## config.mk

```make
export PLATFORM = sky130hd
export DESIGN_NAME = clock_panel
export DESIGN_NICKNAME = d
export VERILOG_FILES = /design/src/hdl/clock_panel_pkg.sv /design/src/hdl/timer_ctl_if.sv /design/src/hdl/clock_panel.sv /design/src/hdl/digit_formatter.sv /design/src/hdl/countdown_timer.sv /design/src/hdl/bcd_field_editor.sv /design/src/hdl/panel_control.sv
export VERILOG_INCLUDE_DIRS = /design/src /design/src/hdl
export SDC_FILE = /design/constraint.sdc
export NUM_CORES = 1
export LEC_CHECK = 0
export BUFFER_PORTS_ARGS = -buffer_cell sky130_fd_sc_hd__buf_4
export CAP_MARGIN = 20
export CORE_UTILIZATION = 40
export CTS_CLUSTER_SIZE = 10
export DETAILED_ROUTE_END_ITERATION = 12
export GPL_ROUTABILITY_DRIVEN = 0
export GPL_TIMING_DRIVEN = 0
export SLEW_MARGIN = 20
export SYNTH_ARGS = -nofsm -noshare
export SYNTH_HDL_FRONTEND = slang
export SYNTH_SLANG_ARGS = --single-unit
```

## constraint.sdc

```tcl
create_clock -name clk -period 4.5 [get_ports clk]
set_clock_uncertainty 0.2 [all_clocks]
set_input_delay 0.675 -clock clk [delete_from_list [all_inputs] [get_ports clk]]
set_output_delay 0.675 -clock clk [all_outputs]
set_load 0.1 [all_outputs]
```

## src/hdl/clock_panel_consts.svh

```systemverilog
`ifndef CLOCK_PANEL_CONSTS_SVH
`define CLOCK_PANEL_CONSTS_SVH

// one hh, mm or ss field
`define BCD_W 8
`define NUM_DIGITS 8

// field wrap limits, bcd
`define SECOND_MAX 8'h59
`define MINUTE_MAX 8'h59
`define HOUR_MAX 8'h23

`define DIGIT_SEP 4'd10  // dash between fields

// bit i blinks digit i
`define BLINK_SECOND 8'h03
`define BLINK_MINUTE 8'h18
`define BLINK_HOUR 8'hC0
`define BLINK_ALL 8'hFF
`define BLINK_NONE 8'h00

`endif
```

## src/hdl/clock_panel_pkg.sv

```systemverilog
`include "clock_panel_consts.svh"

package clock_panel_pkg;

  typedef enum logic [2:0] {
    TIME_DISP         = 3'd0,
    TIME_EDIT_SECOND  = 3'd1,
    TIME_EDIT_MINUTE  = 3'd2,
    TIME_EDIT_HOUR    = 3'd3,
    TIMER_DISP        = 3'd4,
    TIMER_EDIT_SECOND = 3'd5,
    TIMER_EDIT_MINUTE = 3'd6,
    TIMER_EDIT_HOUR   = 3'd7
  } mode_e;

  typedef enum logic [1:0] {
    FIELD_NONE   = 2'd0,
    FIELD_SECOND = 2'd1,
    FIELD_MINUTE = 2'd2,
    FIELD_HOUR   = 2'd3
  } field_e;

  typedef enum logic [1:0] {
    SRC_HOLD  = 2'd0,
    SRC_TIME  = 2'd1,
    SRC_TIMER = 2'd2
  } src_e;

  typedef logic [3:0] digit_t;

  typedef struct packed {
    logic [`BCD_W-1:0] hour;    // two bcd digits each
    logic [`BCD_W-1:0] minute;
    logic [`BCD_W-1:0] second;
  } hms_t;

endpackage

```

## src/hdl/timer_ctl_if.sv

```systemverilog
`timescale 1ns/1ps

interface timer_ctl_if;
  logic                  preset_load;  // one-cycle pulses from control
  logic                  play;
  logic                  pause;
  logic                  rewind;
  logic                  counting;     // levels from timer
  logic                  ring;
  clock_panel_pkg::hms_t value;

  modport ctrl (
    output preset_load, play, pause, rewind,
    input  counting
  );

  modport timer (
    input  preset_load, play, pause, rewind,
    output counting, ring, value
  );

endinterface

```

## src/hdl/clock_panel.sv

```systemverilog
`timescale 1ns/1ps
`include "clock_panel_consts.svh"

module clock_panel (
  input  logic                    clk,
  input  logic                    rst_n,
  input  clock_panel_pkg::mode_e  mode,
  input  logic                    tick,
  input  logic                    up_btn,
  input  logic                    down_btn,
  input  logic [`BCD_W-1:0]       time_hour,
  input  logic [`BCD_W-1:0]       time_minute,
  input  logic [`BCD_W-1:0]       time_second,
  output clock_panel_pkg::digit_t led0,
  output clock_panel_pkg::digit_t led1,
  output clock_panel_pkg::digit_t led2,
  output clock_panel_pkg::digit_t led3,
  output clock_panel_pkg::digit_t led4,
  output clock_panel_pkg::digit_t led5,
  output clock_panel_pkg::digit_t led6,
  output clock_panel_pkg::digit_t led7,
  output logic [`NUM_DIGITS-1:0]  blink,
  output logic                    ring,
  output logic                    set_time,
  output logic [`BCD_W-1:0]       set_hour,
  output logic [`BCD_W-1:0]       set_minute,
  output logic [`BCD_W-1:0]       set_second
);

  clock_panel_pkg::src_e   src;
  clock_panel_pkg::field_e field;
  logic                    inc;
  logic                    commit_time;
  clock_panel_pkg::mode_e  mode_q;
  clock_panel_pkg::hms_t   time_in;
  clock_panel_pkg::hms_t   edit;
  clock_panel_pkg::hms_t   set_value;
  clock_panel_pkg::digit_t digits [`NUM_DIGITS];

  timer_ctl_if tctl ();

  assign time_in = {time_hour, time_minute, time_second};

  panel_control panel_control_inst (
    .clk         (clk),
    .rst_n       (rst_n),
    .mode        (mode),
    .up_btn      (up_btn),
    .down_btn    (down_btn),
    .src         (src),
    .field       (field),
    .inc         (inc),
    .commit_time (commit_time),
    .mode_q      (mode_q),
    .tctl        (tctl.ctrl)
  );

  bcd_field_editor bcd_field_editor_inst (
    .clk         (clk),
    .rst_n       (rst_n),
    .src         (src),
    .field       (field),
    .inc         (inc),
    .commit_time (commit_time),
    .time_in     (time_in),
    .timer_value (tctl.value),
    .edit        (edit),
    .set_time    (set_time),
    .set_value   (set_value)
  );

  countdown_timer countdown_timer_inst (
    .clk          (clk),
    .rst_n        (rst_n),
    .tick         (tick),
    .preset_value (edit),
    .tctl         (tctl.timer)
  );

  digit_formatter digit_formatter_inst (
    .clk    (clk),
    .rst_n  (rst_n),
    .mode_q (mode_q),
    .edit   (edit),
    .ring   (tctl.ring),
    .digits (digits),
    .blink  (blink)
  );

  assign led0 = digits[0];
  assign led1 = digits[1];
  assign led2 = digits[2];
  assign led3 = digits[3];
  assign led4 = digits[4];
  assign led5 = digits[5];
  assign led6 = digits[6];
  assign led7 = digits[7];

  assign ring       = tctl.ring;
  assign set_hour   = set_value.hour;
  assign set_minute = set_value.minute;
  assign set_second = set_value.second;

endmodule

```

## src/hdl/digit_formatter.sv

```systemverilog
`timescale 1ns/1ps
`include "clock_panel_consts.svh"

module digit_formatter (
  input  logic                    clk,
  input  logic                    rst_n,
  input  clock_panel_pkg::mode_e  mode_q,
  input  clock_panel_pkg::hms_t   edit,
  input  logic                    ring,
  output clock_panel_pkg::digit_t digits [`NUM_DIGITS],
  output logic [`NUM_DIGITS-1:0]  blink
);

  clock_panel_pkg::digit_t layout  [`NUM_DIGITS];
  clock_panel_pkg::digit_t digit_q [`NUM_DIGITS];

  // H H - M M - S S, digit 7 leftmost
  always_comb begin
    layout[7] = edit.hour[7:4];
    layout[6] = edit.hour[3:0];
    layout[5] = `DIGIT_SEP;
    layout[4] = edit.minute[7:4];
    layout[3] = edit.minute[3:0];
    layout[2] = `DIGIT_SEP;
    layout[1] = edit.second[7:4];
    layout[0] = edit.second[3:0];
  end

  always_ff @(posedge clk or negedge rst_n) begin
    if (!rst_n) begin
      for (int i = 0; i < `NUM_DIGITS; i++) begin
        digit_q[i] <= '0;
        digits[i]  <= '0;
      end
      blink <= `BLINK_NONE;
    end else begin
      digit_q <= layout;
      digits  <= digit_q;  // output stage
      case (mode_q)
        clock_panel_pkg::TIME_EDIT_SECOND, clock_panel_pkg::TIMER_EDIT_SECOND:
          blink <= `BLINK_SECOND;
        clock_panel_pkg::TIME_EDIT_MINUTE, clock_panel_pkg::TIMER_EDIT_MINUTE:
          blink <= `BLINK_MINUTE;
        clock_panel_pkg::TIME_EDIT_HOUR, clock_panel_pkg::TIMER_EDIT_HOUR:
          blink <= `BLINK_HOUR;
        clock_panel_pkg::TIMER_DISP:
          blink <= ring ? `BLINK_ALL : `BLINK_NONE;  // flash whole panel
        default:
          blink <= `BLINK_NONE;
      endcase
    end
  end

endmodule

```

## src/hdl/countdown_timer.sv

```systemverilog
`timescale 1ns/1ps
`include "clock_panel_consts.svh"

module countdown_timer (
  input  logic                  clk,
  input  logic                  rst_n,
  input  logic                  tick,
  input  clock_panel_pkg::hms_t preset_value,
  timer_ctl_if.timer            tctl
);

  clock_panel_pkg::hms_t preset;

  // -1 on one field, 00 wraps to max
  function automatic logic [`BCD_W-1:0] bcd_dec(input logic [`BCD_W-1:0] val,
                                                input logic [`BCD_W-1:0] max);
    if (val == '0) begin
      return max;
    end else if (val[3:0] == 4'd0) begin
      return {val[7:4] - 4'd1, 4'd9};
    end else begin
      return val - 1'b1;
    end
  endfunction

  function automatic clock_panel_pkg::hms_t hms_dec(input clock_panel_pkg::hms_t t);
    clock_panel_pkg::hms_t r;
    r        = t;
    r.second = bcd_dec(t.second, `SECOND_MAX);
    if (t.second == '0) begin
      r.minute = bcd_dec(t.minute, `MINUTE_MAX);  // borrow
      if (t.minute == '0) begin
        r.hour = bcd_dec(t.hour, `HOUR_MAX);
      end
    end
    return r;
  endfunction

  always_ff @(posedge clk or negedge rst_n) begin
    if (!rst_n) begin
      preset        <= '0;
      tctl.value    <= '0;
      tctl.counting <= 1'b0;
      tctl.ring     <= 1'b0;
    end else if (tctl.preset_load) begin
      preset     <= preset_value;
      tctl.value <= preset_value;
      tctl.ring  <= 1'b0;
    end else if (tctl.rewind) begin
      tctl.value <= preset;
      tctl.ring  <= 1'b0;
    end else if (tctl.play) begin
      tctl.counting <= (tctl.value != '0);  // nothing to count at zero
      tctl.ring     <= 1'b0;
    end else if (tctl.pause) begin
      tctl.counting <= 1'b0;
    end else if (tick && tctl.counting) begin
      if (tctl.value == '0) begin
        tctl.counting <= 1'b0;
        tctl.ring     <= 1'b1;  // expired
      end else begin
        tctl.value <= hms_dec(tctl.value);
      end
    end
  end

  a_ring_idle: assert property (
    @(posedge clk) disable iff (!rst_n) !(tctl.ring && tctl.counting)
  );

endmodule

```

## src/hdl/bcd_field_editor.sv

```systemverilog
`timescale 1ns/1ps
`include "clock_panel_consts.svh"

module bcd_field_editor (
  input  logic                    clk,
  input  logic                    rst_n,
  input  clock_panel_pkg::src_e   src,
  input  clock_panel_pkg::field_e field,
  input  logic                    inc,
  input  logic                    commit_time,
  input  clock_panel_pkg::hms_t   time_in,
  input  clock_panel_pkg::hms_t   timer_value,
  output clock_panel_pkg::hms_t   edit,
  output logic                    set_time,
  output clock_panel_pkg::hms_t   set_value
);

  // +1 with carry into tens, max wraps to 00
  function automatic logic [`BCD_W-1:0] bcd_inc(input logic [`BCD_W-1:0] val,
                                                input logic [`BCD_W-1:0] max);
    if (val == max) begin
      return '0;
    end else if (val[3:0] == 4'd9) begin
      return {val[7:4] + 4'd1, 4'd0};
    end else begin
      return val + 1'b1;
    end
  endfunction

  function automatic logic field_ok(input logic [`BCD_W-1:0] val,
                                    input logic [`BCD_W-1:0] max);
    return (val[3:0] <= 4'd9) && (val <= max);
  endfunction

  always_ff @(posedge clk or negedge rst_n) begin
    if (!rst_n) begin
      edit <= '0;
    end else begin
      case (src)
        clock_panel_pkg::SRC_TIME: begin
          edit <= time_in;  // track live time
        end
        clock_panel_pkg::SRC_TIMER: begin
          edit <= timer_value;
        end
        default: begin
          if (inc) begin
            case (field)
              clock_panel_pkg::FIELD_SECOND: begin
                edit.second <= bcd_inc(edit.second, `SECOND_MAX);
              end
              clock_panel_pkg::FIELD_MINUTE: begin
                edit.minute <= bcd_inc(edit.minute, `MINUTE_MAX);
              end
              clock_panel_pkg::FIELD_HOUR: begin
                edit.hour <= bcd_inc(edit.hour, `HOUR_MAX);
              end
              default: begin
                edit <= edit;
              end
            endcase
          end
        end
      endcase
    end
  end

  always_ff @(posedge clk or negedge rst_n) begin
    if (!rst_n) begin
      set_time <= 1'b0;
    end else begin
      set_time <= commit_time;
    end
  end

  always_ff @(posedge clk) begin
    if (commit_time) begin
      set_value <= edit;  // held until next commit
    end
  end

  a_edit_legal: assert property (
    @(posedge clk) disable iff (!rst_n)
    inc |=> field_ok(edit.second, `SECOND_MAX) && field_ok(edit.minute, `MINUTE_MAX)
            && field_ok(edit.hour, `HOUR_MAX)
  );

endmodule

```

## src/hdl/panel_control.sv

```systemverilog
`timescale 1ns/1ps

module panel_control (
  input  logic                    clk,
  input  logic                    rst_n,
  input  clock_panel_pkg::mode_e  mode,
  input  logic                    up_btn,
  input  logic                    down_btn,
  output clock_panel_pkg::src_e   src,
  output clock_panel_pkg::field_e field,
  output logic                    inc,
  output logic                    commit_time,
  output clock_panel_pkg::mode_e  mode_q,
  timer_ctl_if.ctrl               tctl
);

  logic [1:0] up_buf;
  logic [1:0] down_buf;
  logic       up_press;
  logic       down_press;
  logic       timer_disp;
  logic       prev_time_edit;
  logic       prev_timer_edit;

  always_ff @(posedge clk or negedge rst_n) begin
    if (!rst_n) begin
      up_buf   <= 2'b11;  // released
      down_buf <= 2'b11;
      mode_q   <= clock_panel_pkg::TIME_DISP;
    end else begin
      up_buf   <= {up_buf[0], up_btn};
      down_buf <= {down_buf[0], down_btn};
      mode_q   <= mode;
    end
  end

  assign up_press   = (up_buf == 2'b10);  // falling edge
  assign down_press = (down_buf == 2'b10);

  always_comb begin
    src   = clock_panel_pkg::SRC_HOLD;
    field = clock_panel_pkg::FIELD_NONE;
    case (mode)
      clock_panel_pkg::TIME_DISP: begin
        src = clock_panel_pkg::SRC_TIME;
      end
      clock_panel_pkg::TIMER_DISP: begin
        src = clock_panel_pkg::SRC_TIMER;
      end
      clock_panel_pkg::TIME_EDIT_SECOND, clock_panel_pkg::TIMER_EDIT_SECOND: begin
        field = clock_panel_pkg::FIELD_SECOND;
      end
      clock_panel_pkg::TIME_EDIT_MINUTE, clock_panel_pkg::TIMER_EDIT_MINUTE: begin
        field = clock_panel_pkg::FIELD_MINUTE;
      end
      clock_panel_pkg::TIME_EDIT_HOUR, clock_panel_pkg::TIMER_EDIT_HOUR: begin
        field = clock_panel_pkg::FIELD_HOUR;
      end
      default: begin
        src = clock_panel_pkg::SRC_HOLD;
      end
    endcase
  end

  assign inc = down_press && (field != clock_panel_pkg::FIELD_NONE);

  assign prev_time_edit = mode_q inside {clock_panel_pkg::TIME_EDIT_SECOND,
                                         clock_panel_pkg::TIME_EDIT_MINUTE,
                                         clock_panel_pkg::TIME_EDIT_HOUR};
  assign prev_timer_edit = mode_q inside {clock_panel_pkg::TIMER_EDIT_SECOND,
                                          clock_panel_pkg::TIMER_EDIT_MINUTE,
                                          clock_panel_pkg::TIMER_EDIT_HOUR};

  // leaving an edit mode hands the edit value over
  assign commit_time      = prev_time_edit && (mode == clock_panel_pkg::TIME_DISP);
  assign tctl.preset_load = prev_timer_edit && (mode == clock_panel_pkg::TIMER_DISP);

  assign timer_disp  = (mode == clock_panel_pkg::TIMER_DISP);
  assign tctl.play   = timer_disp && down_press && !tctl.counting;
  assign tctl.pause  = timer_disp && up_press && tctl.counting;
  assign tctl.rewind = timer_disp && up_press && !tctl.counting;

  // timer must stop one edge after a pause
  a_pause_stops: assert property (
    @(posedge clk) disable iff (!rst_n) tctl.pause && !tctl.preset_load |=> !tctl.counting
  );

endmodule

```

==> flow_metrics.env, run 1 <==
export IMPL_outcome="finished, violations left"
export IMPL_violations="design-rule violations"
export IMPL_maxSlewViolCount=0
export IMPL_yosysSeqAreaShare=0.5545
export IMPL_num_io_pins=98
export IMPL_max_slew_margin=0.2757
export IMPL_cp_max_fo=10
export IMPL_crit_chain="inv_1 > ha_1 > or3_1 > nand3_1 > clkbuf_1 > clkbuf_1 > clkbuf_1 > o21ai_0 > a32oi_1"
export IMPL_hpwl_um=13590
export IMPL_antenna_found_initial=0
export IMPL_layout_nets=866
export IMPL_synth_edf_count=24
export IMPL_ys_ff_latch=160
export IMPL_hold_viol=0
export IMPL_ant_nets=0
export IMPL_fin_ws_ns=1.098
export IMPL_first_global_vias=5813
export IMPL_drt_wl_total_um=19110
export IMPL_n_antenna_cell=0
export IMPL_cp_common_cell="clkbuf_1"
export IMPL_final_cells=1050
export IMPL_tightest_slew_ns=1.086
export IMPL_crit_required_ns=4.64
export IMPL_fin_crit_sh=0.7560
export IMPL_fmax_mhz=293.9
export IMPL_hold_slack_ns=0.1473
export IMPL_cts_tree="built"
export IMPL_cts_setup_buffers=0
export IMPL_core_area_mm2=0.01809
export IMPL_die_height_um=138.4
export IMPL_dieWidth_um=138.4
export IMPL_vias_per_cell=5.571
export IMPL_syn_to_final_growth_pct=22.75
export IMPL_cpPeakStageDelay_ns=0.51
export IMPL_wl_per_cell_um=18.20
export IMPL_fin_util=0.5054
export IMPL_slowest_stage="clkbuf_1"
export IMPL_start_util=0.4117
export IMPL_fin_crit_ns=3.402
export IMPL_fillers=1609
export IMPL_hp_class="reg -> reg"
export IMPL_grt_max_degree=79
export IMPL_grt_usage=0.2069
export IMPL_drt_pass1_iterations=11
export IMPL_via_count=5850
export IMPL_synthFlopType="dfrtp_1"
export IMPL_synth_warnings=0
export IMPL_ys_types=65
export IMPL_tns_ns=0
export IMPL_async_flop_share=0.8500
export IMPL_max_cap_violations=0
export IMPL_cts_path_max_buffers=2
export IMPL_worstPathArrival_ns=3.55
export IMPL_cts_resized=0
export IMPL_power_density_mw_per_mm2=642.8
export IMPL_first_iter_violations=352
export IMPL_io_buffer_count=93
export IMPL_cts_buffers=17
export IMPL_grt_remaining_overflow=0
export IMPL_dieArea_mm2=0.01916
export IMPL_irDropWorstVdd_mv=0.2469
export IMPL_synth_avg_cell_area_um2=10.81
export IMPL_rsz0062_at_grt="no"
export IMPL_clock_root_buffer="clkbuf_16"
export IMPL_leakagePower_nw=4.138
export IMPL_htree_levels=4
export IMPL_syn_inst=689
export IMPL_critical_path_class="reg -> reg"
export IMPL_cp_end_kind="register"
export IMPL_pre_cts_slack_ns=0.8133
export IMPL_grt_pass1_wl_um=30750
export IMPL_syn_area_mm2=0.007446
export IMPL_rows=49
export IMPL_start_kind="register"
export IMPL_drc=14
export IMPL_clkTransAtPathRegs_ns=0.06
export IMPL_dp_cells=1017
export IMPL_cts_sinks=160
export IMPL_insertion_delay_ns=0.44
export IMPL_drive_gt1_frac=0.2132
export IMPL_setup_viol_count_final=0
==> flip-flops by register name, indices dropped and copies added, names as in the netlist, 2 cells and up <==
name and flops:
panel_control_inst.down_buf 2, panel_control_inst.mode_q 3, countdown_timer_inst.preset 24, bcd_field_editor_inst.set_value 24
digit_formatter_inst.blink 4, countdown_timer_inst.tctl.value 24, digit_formatter_inst.digits 25, panel_control_inst.up_buf 2
digit_formatter_inst.digit_q 25, bcd_field_editor_inst.edit 24
==> report_power, final <==
| group | total, mW | switching (mW) | internal, mW |
|---|---|---|---|
| registers | 2.30 | 0.374 | 1.93 |
| logic | 2.06 | 1.41 | 0.654 |
| clock network | 1.51 | 0.614 | 0.896 |
| total | 5.88 | 2.40 | 3.48 |
==> worst paths after layout <==
check	from	end	slack (ns)	cells after the start
setup / recovery	panel_control_inst.mode_q[0]$_DFF_PN0_	countdown_timer_inst.tctl.value[19]$_DFFE_PN0P_	1.10	9
hold / removal	digit_formatter_inst.digit_q[30]$_DFF_PN0_	digit_formatter_inst.digits[30]$_DFF_PN0_	0.15	0
setup reg to reg	panel_control_inst.mode_q[0]$_DFF_PN0_	countdown_timer_inst.tctl.value[19]$_DFFE_PN0P_	1.10	9
hold reg to reg	digit_formatter_inst.digit_q[30]$_DFF_PN0_	digit_formatter_inst.digits[30]$_DFF_PN0_	0.15	0
max in group asynchronous	rst_n	bcd_field_editor_inst.edit[15]$_DFFE_PN0P_	2.82	3
min in group asynchronous	rst_n	digit_formatter_inst.digits[21]$_DFF_PN0_	0.56	2
==> cell usage after synthesis (all sizes together), types with 5 or more instances <==
cell type / instances / area share
nor2: 46 / 0.023
a31oi: 7 / 0.0059
o32ai: 6 / 0.0071
nand3: 17 / 0.011
o31ai: 7 / 0.0089
o211ai: 6 / 0.0060
ha: 26 / 0.044
mux2: 14 / 0.023
buf: 19 / 0.017
dfrtp: 132 / 0.44
nand4: 7 / 0.0059
nand3b: 5 / 0.0050
o21ai: 48 / 0.032
o21a: 5 / 0.0050
edfxtp: 24 / 0.097
nand2: 87 / 0.044
and3: 7 / 0.0059
or4: 5 / 0.0050
a211oi: 7 / 0.0071
nor3: 11 / 0.0074
xnor2: 5 / 0.0059
clkbuf: 29 / 0.015
o22ai: 5 / 0.0042
a22o: 11 / 0.013
nor2b: 5 / 0.0042
mux2i: 29 / 0.039
a21oi: 30 / 0.020
inv: 25 / 0.013
==> placed cells by master (no fill, tap or decap), types with 24 or more instances in the layout <==
| master | synthesis | routed |
|---|---|---|
| dfrtp_1 | 132 | 132 |
| a21oi_1 | 30 | 30 |
| nor2_1 | 46 | 46 |
| nand2_1 | 87 | 87 |
| o21ai_0 | 42 | 42 |
| inv_1 | 25 | 25 |
| edfxtp_1 | 24 | 24 |
| buf_4 | 11 | 104 |
| ha_1 | 26 | 26 |
| mux2i_1 | 29 | 29 |
| clkbuf_1 | 29 | 29 |
==> repair_timing <==
action	in CTS	in global routing
endpoints found under the hold margin	55	0
hold buffers	1	0
setup endpoints to repair	0	0
==> cells by family after synthesis <==
| family | Yosys count | share of synthesized area |
|---|---|---|
| buffers and inverters | 73 | 0.04470 |
| AND/OR/NAND/NOR | 216 | 0.1390 |
| multiplexers | 43 | 0.06218 |
| flip-flops | 160 | 0.5545 |
| XOR/XNOR | 9 | 0.01059 |
| adder cells (fa/ha/maj) | 26 | 0.04369 |
| other | 2 | 0.001009 |
| AO/OA/AOI/OAI | 160 | 0.1443 |
==> stage by stage <==
step / instance area (µm²) / power (mW)
3_5_place_dp: 8511 / 4.375
6_report: 9140 / 5.875
2_1_floorplan: 7463 / 3.818
3_3_place_gp: 8448 / 4.295
4_1_cts: 9140 / 5.895
5_1_grt: 9140 / 6.173
==> metal layers <==
layer / part of all wire / vias to the layer above / GRT usage
li1: - / 2692 / -
met1: 0.44 / 2909 / 0.2726
met2: 0.49 / 212 / 0.3324
met3: 0.052 / 37 / 0.04157
met4: 0.023 / 0 / 0.08930
met5: 0 / - / 0
==> critical path, delay by kind of cell (launching register included) <==
family	cells	cell delay, ns
AND/OR/NAND/NOR	2	0.53
flip-flops	1	0.42
adder cells (fa/ha/maj)	1	0.21
AO/OA/AOI/OAI	2	0.37
buffers and inverters	4	1.57
==> final cells by class <==
| cell class | count | area [µm²] | share of cell area |
|---|---|---|---|
| Timing Repair Buffer | 97 | 762.0 | 0.08337 |
| Clock inverter | 14 | 180.2 | 0.01971 |
| Tap cell | 229 | 286.5 | 0.03135 |
| Sequential cell | 160 | 4129 | 0.4517 |
| Inverter | 25 | 93.84 | 0.01027 |
| Buffer | 48 | 239.0 | 0.02615 |
| Multi-Input combinational cell | 459 | 3010 | 0.3294 |
| Clock buffer | 18 | 439.2 | 0.04805 |
No activity file was read; power rests on OpenSTA's default activity.
==> run 2, diff against run 1 <==
- ABC_AREA: unset -> 1
- clock period: 4.5 -> 3.3 ns (I/O delays scaled with it)
==> flow_metrics.env, run 2 <==
export IMPL_crit_required_ns=3.23
export IMPL_layout_nets=1029
export IMPL_die_height_um=139.5
export IMPL_hpwl_um=12830
export IMPL_syn_to_final_growth_pct=21.57
export IMPL_cp_max_fo=8
export IMPL_use_met3=0.04026
export IMPL_r2r_start="countdown_timer_inst.tctl.value[16]$_DFFE_PN0P_"
export IMPL_grt_usage=0.1982
export IMPL_synthTopCellsByCount="nand2_1, dfrtp_1, inv_1, nand3_1, nor2_1"
export IMPL_yosys_area_top_type_share=0.4370
export IMPL_rows=49
export IMPL_top_regs="digit_formatter_inst.digit_q (25), digit_formatter_inst.digits (25)"
export IMPL_use_met1=0.2812
export IMPL_cts_sinks=160
export IMPL_clock_root_buffer="clkbuf_16"
export IMPL_synth_edf_count=24
export IMPL_synthFlopType="dfrtp_1"
export IMPL_ys_types=43
export IMPL_max_slew_margin=0.5153
export IMPL_drt_pass1_iterations=6
export IMPL_dieWidth_um=139.5
export IMPL_cts_setup_buffers=0
export IMPL_leakagePower_nw=4.585
export IMPL_hold_viol=0
export IMPL_crit_chain="buf_4 > nor2_2 > nand2_1 > nor3_2 > buf_6 > buf_4"
export IMPL_ant_nets=0
export IMPL_synth_warnings=0
export IMPL_cts_tree="built"
export IMPL_maxSlewViolCount=0
export IMPL_final_cells=1213
export IMPL_start_util=0.4137
export IMPL_synth_most_common_cell="nand2_1"
export IMPL_drc=0
export IMPL_tightest_slew_ns=0.7271
export IMPL_hp_class="in -> reg"
export IMPL_cts_path_max_buffers=2
export IMPL_io_buffer_count=93
export IMPL_slowest_stage="nor3_2"
export IMPL_fin_crit_sh=0.7434
export IMPL_grt_remaining_overflow=0
export IMPL_dp_cells=1178
export IMPL_pre_cts_slack_ns=0.3275
export IMPL_use_met2=0.2933
export IMPL_ys_top_cells_by_area="dfrtp_1, nand2_1, edfxtp_1"
export IMPL_fin_crit_ns=2.453
export IMPL_irDropWorstVdd_mv=0.4203
export IMPL_cts_resized=0
export IMPL_fmax_mhz=407.6
export IMPL_syn_area_mm2=0.007558
export IMPL_busiest_layer="met2"
export IMPL_yosysTopAreaCell="dfrtp_1"
export IMPL_layout_common_cells="nand2_1, dfrtp_1, buf_4"
export IMPL_yosysSeqAreaShare=0.5463
export IMPL_n_antenna_cell=0
export IMPL_cts_buffers=17
export IMPL_rsz0062_at_grt="no"
export IMPL_grt_max_degree=87
export IMPL_first_global_vias=5663
export IMPL_syn_inst=849
export IMPL_start_kind="input port"
export IMPL_vias_per_cell=4.995
export IMPL_htree_levels=4
export IMPL_fin_ws_ns=0.8467
export IMPL_cp_common_cell="buf_4"
export IMPL_core_area_mm2=0.01827
export IMPL_p_total_mw=7.611
export IMPL_worstPathArrival_ns=2.38
export IMPL_via_count=6059
export IMPL_insertion_delay_ns=0.43
export IMPL_final_common_cell="nand2_1"
export IMPL_power_density_mw_per_mm2=828.3
export IMPL_drive_gt1_frac=0.2002
export IMPL_async_flop_share=0.8500
export IMPL_clkTransAtPathRegs_ns=0.06
export IMPL_wl_per_cell_um=15.01
export IMPL_hp_start="mode[2]"
export IMPL_crit_start="mode[1]"
export IMPL_cpPeakStageDelay_ns=0.61
export IMPL_outcome="finished clean"
export IMPL_cp_end_kind="register"
export IMPL_max_cap_violations=0
export IMPL_first_iter_violations=476
export IMPL_setup_viol_count_final=0
export IMPL_grt_pass1_wl_um=29700
export IMPL_synth_avg_cell_area_um2=8.903
export IMPL_dieArea_mm2=0.01945
export IMPL_num_io_pins=98
export IMPL_antenna_found_initial=0
export IMPL_ys_ff_latch=160
export IMPL_drt_wl_total_um=18210
export IMPL_critical_path_class="in -> reg"
export IMPL_cts_hold_buf=3
run 2: worst max-delay path: cells and delay by family:
kind	cells	cell delay, ns
AND/OR/NAND/NOR	3	1.30
buffers and inverters	3	0.57
run 2: final timing paths:
kind,cells past startpoint,slack [ns],endpoint
worst max-delay path,6,0.85,bcd_field_editor_inst.set_value[12]$_DFFE_PP_
worst min-delay path,1,0.02,panel_control_inst.mode_q[2]$_DFF_PN0_
worst max register to register,9,1.00,countdown_timer_inst.tctl.value[17]$_DFFE_PN0P_
worst min register to register,0,0.15,digit_formatter_inst.digits[17]$_DFF_PN0_
max in group asynchronous,3,1.79,digit_formatter_inst.digits[25]$_DFF_PN0_
min in group asynchronous,2,0.37,digit_formatter_inst.digits[1]$_DFF_PN0_
run 2: final cells by class:
cell class              count  area [µm²]
multi-input cells         579        2914
plain buffers              30       217.7
repair buffers            100       789.5
well taps                 229       286.5
fillers                  1776        9081
flip-flops and latches    160        4129
inverters                  83       314.1
clock inverters            15       112.6
clock buffers              17       425.4
run 2: kinds of logic (layout without fill, tap and decap cells):
kind of cell               Yosys count  in the layout  synth area share
and+or+nand+nor                    421            421            0.2405
DFF                                160            160            0.5463
AOI/OAI and AO/OA                  122            122           0.09303
buffers and inverters              113            245           0.07035
adders and majority gates           26             26           0.04304
xor gates and xnor gates             5              5          0.005793
other                                2              5         0.0009936
run 2: power by group:
group          total (mW)  switching [mW]  internal, mW
registers            2.93           0.407          2.53
clock network        1.80           0.838         0.966
logic                2.88            2.02         0.853
total                7.61            3.27          4.34
run 2: per-stage QoR:
step                setup TNS [ns]  hold slack (ns)  utilization  cell area (µm²)
finish                           0          0.02135       0.5029             9189
global route                     0         0.008067       0.5029             9189
CTS                              0         0.008889       0.5029             9189
detailed placement               0           0.1347       0.4719             8621
global placement            -49.44           0.1315       0.4682             8554
floorplan                        0       -0.0005910            -             7570
run 2: routing by layer:
layer  part of all wire  vias up
met5                  0        -
met4              0.026        0
met3              0.049       32
met2               0.44      162
met1               0.48     2869
li1                   -     2996
==> run 3, diff against run 2 <==
- clock period: 3.3 -> 2 ns (I/O delays scaled with it)
==> flow_metrics.env, run 3 (same netlist as run 2, synthesis figures left out) <==
export IMPL_fin_crit_ns=1.946
export IMPL_ant_nets=0
export IMPL_drive_gt1_frac=0.2663
export IMPL_rows=49
export IMPL_cts_tree="built"
export IMPL_grt_pass1_wl_um=30550
export IMPL_pre_cts_slack_ns=-0.6082
export IMPL_max_cap_violations=0
export IMPL_insertion_delay_ns=0.43
export IMPL_fillers=1654
export IMPL_maxSlewViolCount=0
export IMPL_postPlaceCellArea_mm2=0.008631
export IMPL_cts_sinks=160
export IMPL_htree_levels=4
export IMPL_power_density_mw_per_mm2=1315
export IMPL_crit_required_ns=2.12
export IMPL_final_common_cell="nand2_1"
export IMPL_hpwl_um=12990
export IMPL_core_area_mm2=0.01827
export IMPL_grt_usage=0.2034
export IMPL_hold_slack_ns=0.02510
export IMPL_drc=0
export IMPL_critical_path_class="reg -> reg"
export IMPL_dieWidth_um=139.5
export IMPL_cpPeakStageDelay_ns=0.39
export IMPL_worstPathArrival_ns=2.06
export IMPL_rsz0062_at_grt="yes"
export IMPL_slowest_stage="dfrtp_1"
export IMPL_cts_buffers=17
export IMPL_syn_to_final_growth_pct=32.46
export IMPL_antenna_found_initial=0
export IMPL_path_buf_inv=2
export IMPL_hp_class="in -> reg"
export IMPL_leakagePower_nw=4.881
export IMPL_layout_common_cells="nand2_1, dfrtp_1, buf_4"
export IMPL_n_antenna_cell=0
export IMPL_clkTransAtPathRegs_ns=0.07
export IMPL_cp_common_cell="nand2_1"
export IMPL_wl_per_cell_um=15.40
export IMPL_top_regs="digit_formatter_inst.digit_q (25), digit_formatter_inst.digits (25)"
export IMPL_tightest_slew_ns=0.5103
export IMPL_io_buffer_count=93
export IMPL_fin_crit_sh=0.9728
export IMPL_hold_viol=0
export IMPL_first_global_vias=5883
export IMPL_cp_max_fo=5
export IMPL_vias_per_cell=4.979
export IMPL_cts_path_max_buffers=2
export IMPL_crit_family="simple AND/OR/NAND/NOR gates"
export IMPL_crit_chain="inv_2 > ha_2 > nand2_1 > nor2_4 > buf_6 > nand3_4 > nand3_4 > nand2_8 > nand2_1 > nand2_1"
export IMPL_drt_wl_total_um=19310
export IMPL_cp_end_kind="register"
export IMPL_fin_ws_ns=0.05435
export IMPL_num_io_pins=98
export IMPL_setup_viol_count_final=0
export IMPL_die_height_um=139.5
export IMPL_grt_max_degree=94
export IMPL_irDropWorstVdd_mv=0.6926
export IMPL_r2r_setup_slack_ns=0.05
export IMPL_fmax_mhz=514.0
export IMPL_fin_area_mm2=0.01001
export IMPL_max_slew_margin=0.6598
export IMPL_outcome="finished clean"
export IMPL_start_util=0.4137
export IMPL_dieArea_mm2=0.01945
export IMPL_first_iter_violations=339
export IMPL_clock_root_buffer="clkbuf_16"
export IMPL_layout_nets=1070
export IMPL_grt_remaining_overflow=0
export IMPL_via_count=6244
export IMPL_start_kind="register"
export IMPL_drt_pass1_iterations=5
[run 3: changes by cell type in the layout (fill, tap and decap cells not counted), moves of 5 or more]
cell,change
dlygate4sd3_1,+19
nor2_4,+9
ha_1,-7
inv_2,+9
inv_1,-10
o21ai_0,-6
buf_12,+5
nand2_2,+7
nor2_1,-7
nand2_1,-11
buf_4,+13
[run 3: area by class of cell]
| cell class | instances | area (µm²) | share of cell area |
|---|---|---|---|
| Buffer | 30 | 304.0 | 0.03037 |
| Clock buffer | 18 | 429.2 | 0.04286 |
| Clock inverter | 14 | 110.1 | 0.01100 |
| Inverter | 83 | 326.6 | 0.03262 |
| Multi-Input combinational cell | 581 | 3223 | 0.3219 |
| Sequential cell | 160 | 4131 | 0.4126 |
| Tap cell | 229 | 286.5 | 0.02862 |
| Timing Repair Buffer | 139 | 1201 | 0.1200 |
[run 3: what timing repair did]
action	4_1_cts	5_1_grt
pin swaps	3	14
endpoints found under the setup margin	54	43
gates cloned	0	5
hold buffers	22	0
setup buffers	4	14
gates resized for setup	21	94
hold endpoints to repair	69	0
[run 3: worst reg2reg max path: cells and delay by family (launching register included)]
kind | cells | cell delay (ns)
AND/OR/NAND/NOR | 7 | 0.82
flip-flops | 1 | 0.39
buffers and inverters | 2 | 0.24
adder cells (fa/ha/maj) | 1 | 0.19
[run 3: final timing paths]
path | cells past startpoint | from | endpoint
max | 10 | countdown_timer_inst.tctl.value[5]$_DFFE_PN0P_ | countdown_timer_inst.tctl.value[17]$_DFFE_PN0P_
min | 3 | time_minute[6] | bcd_field_editor_inst.edit[14]$_DFFE_PN0P_
max reg2reg | 10 | countdown_timer_inst.tctl.value[5]$_DFFE_PN0P_ | countdown_timer_inst.tctl.value[17]$_DFFE_PN0P_
min reg2reg | 0 | digit_formatter_inst.digit_q[4]$_DFF_PN0_ | digit_formatter_inst.digits[4]$_DFF_PN0_
max in group asynchronous | 3 | rst_n | countdown_timer_inst.tctl.value[2]$_DFFE_PN0P_
min in group asynchronous | 2 | rst_n | digit_formatter_inst.digit_q[7]$_DFF_PN0_
[run 3: report_power, final]
part / internal [mW] / switching, mW
logic: 1.73 / 3.57
registers: 4.17 / 0.704
clock network: 1.60 / 1.39
total: 7.50 / 5.67
[run 3: per-layer routing]
layer / vias to the layer above / part of all wire / track usage
met1: 2973 / 0.46 / 0.2800
met2: 167 / 0.46 / 0.3113
met4: 0 / 0.025 / 0.08655
met5: - / 0 / 0
li1: 3071 / - / -
met3: 33 / 0.052 / 0.04233
[run 3: stage by stage]
stage               power [mW]    util  std cells  TNS [ns]
global route             14.03  0.5480       1254   -0.2003
CTS                      12.76  0.5199       1235         0
finish                   13.17  0.5480       1254         0
global placement         9.544  0.4688       1174    -65.30
floorplan                8.474       -        852         0
detailed placement       9.638  0.4724       1177    -21.59
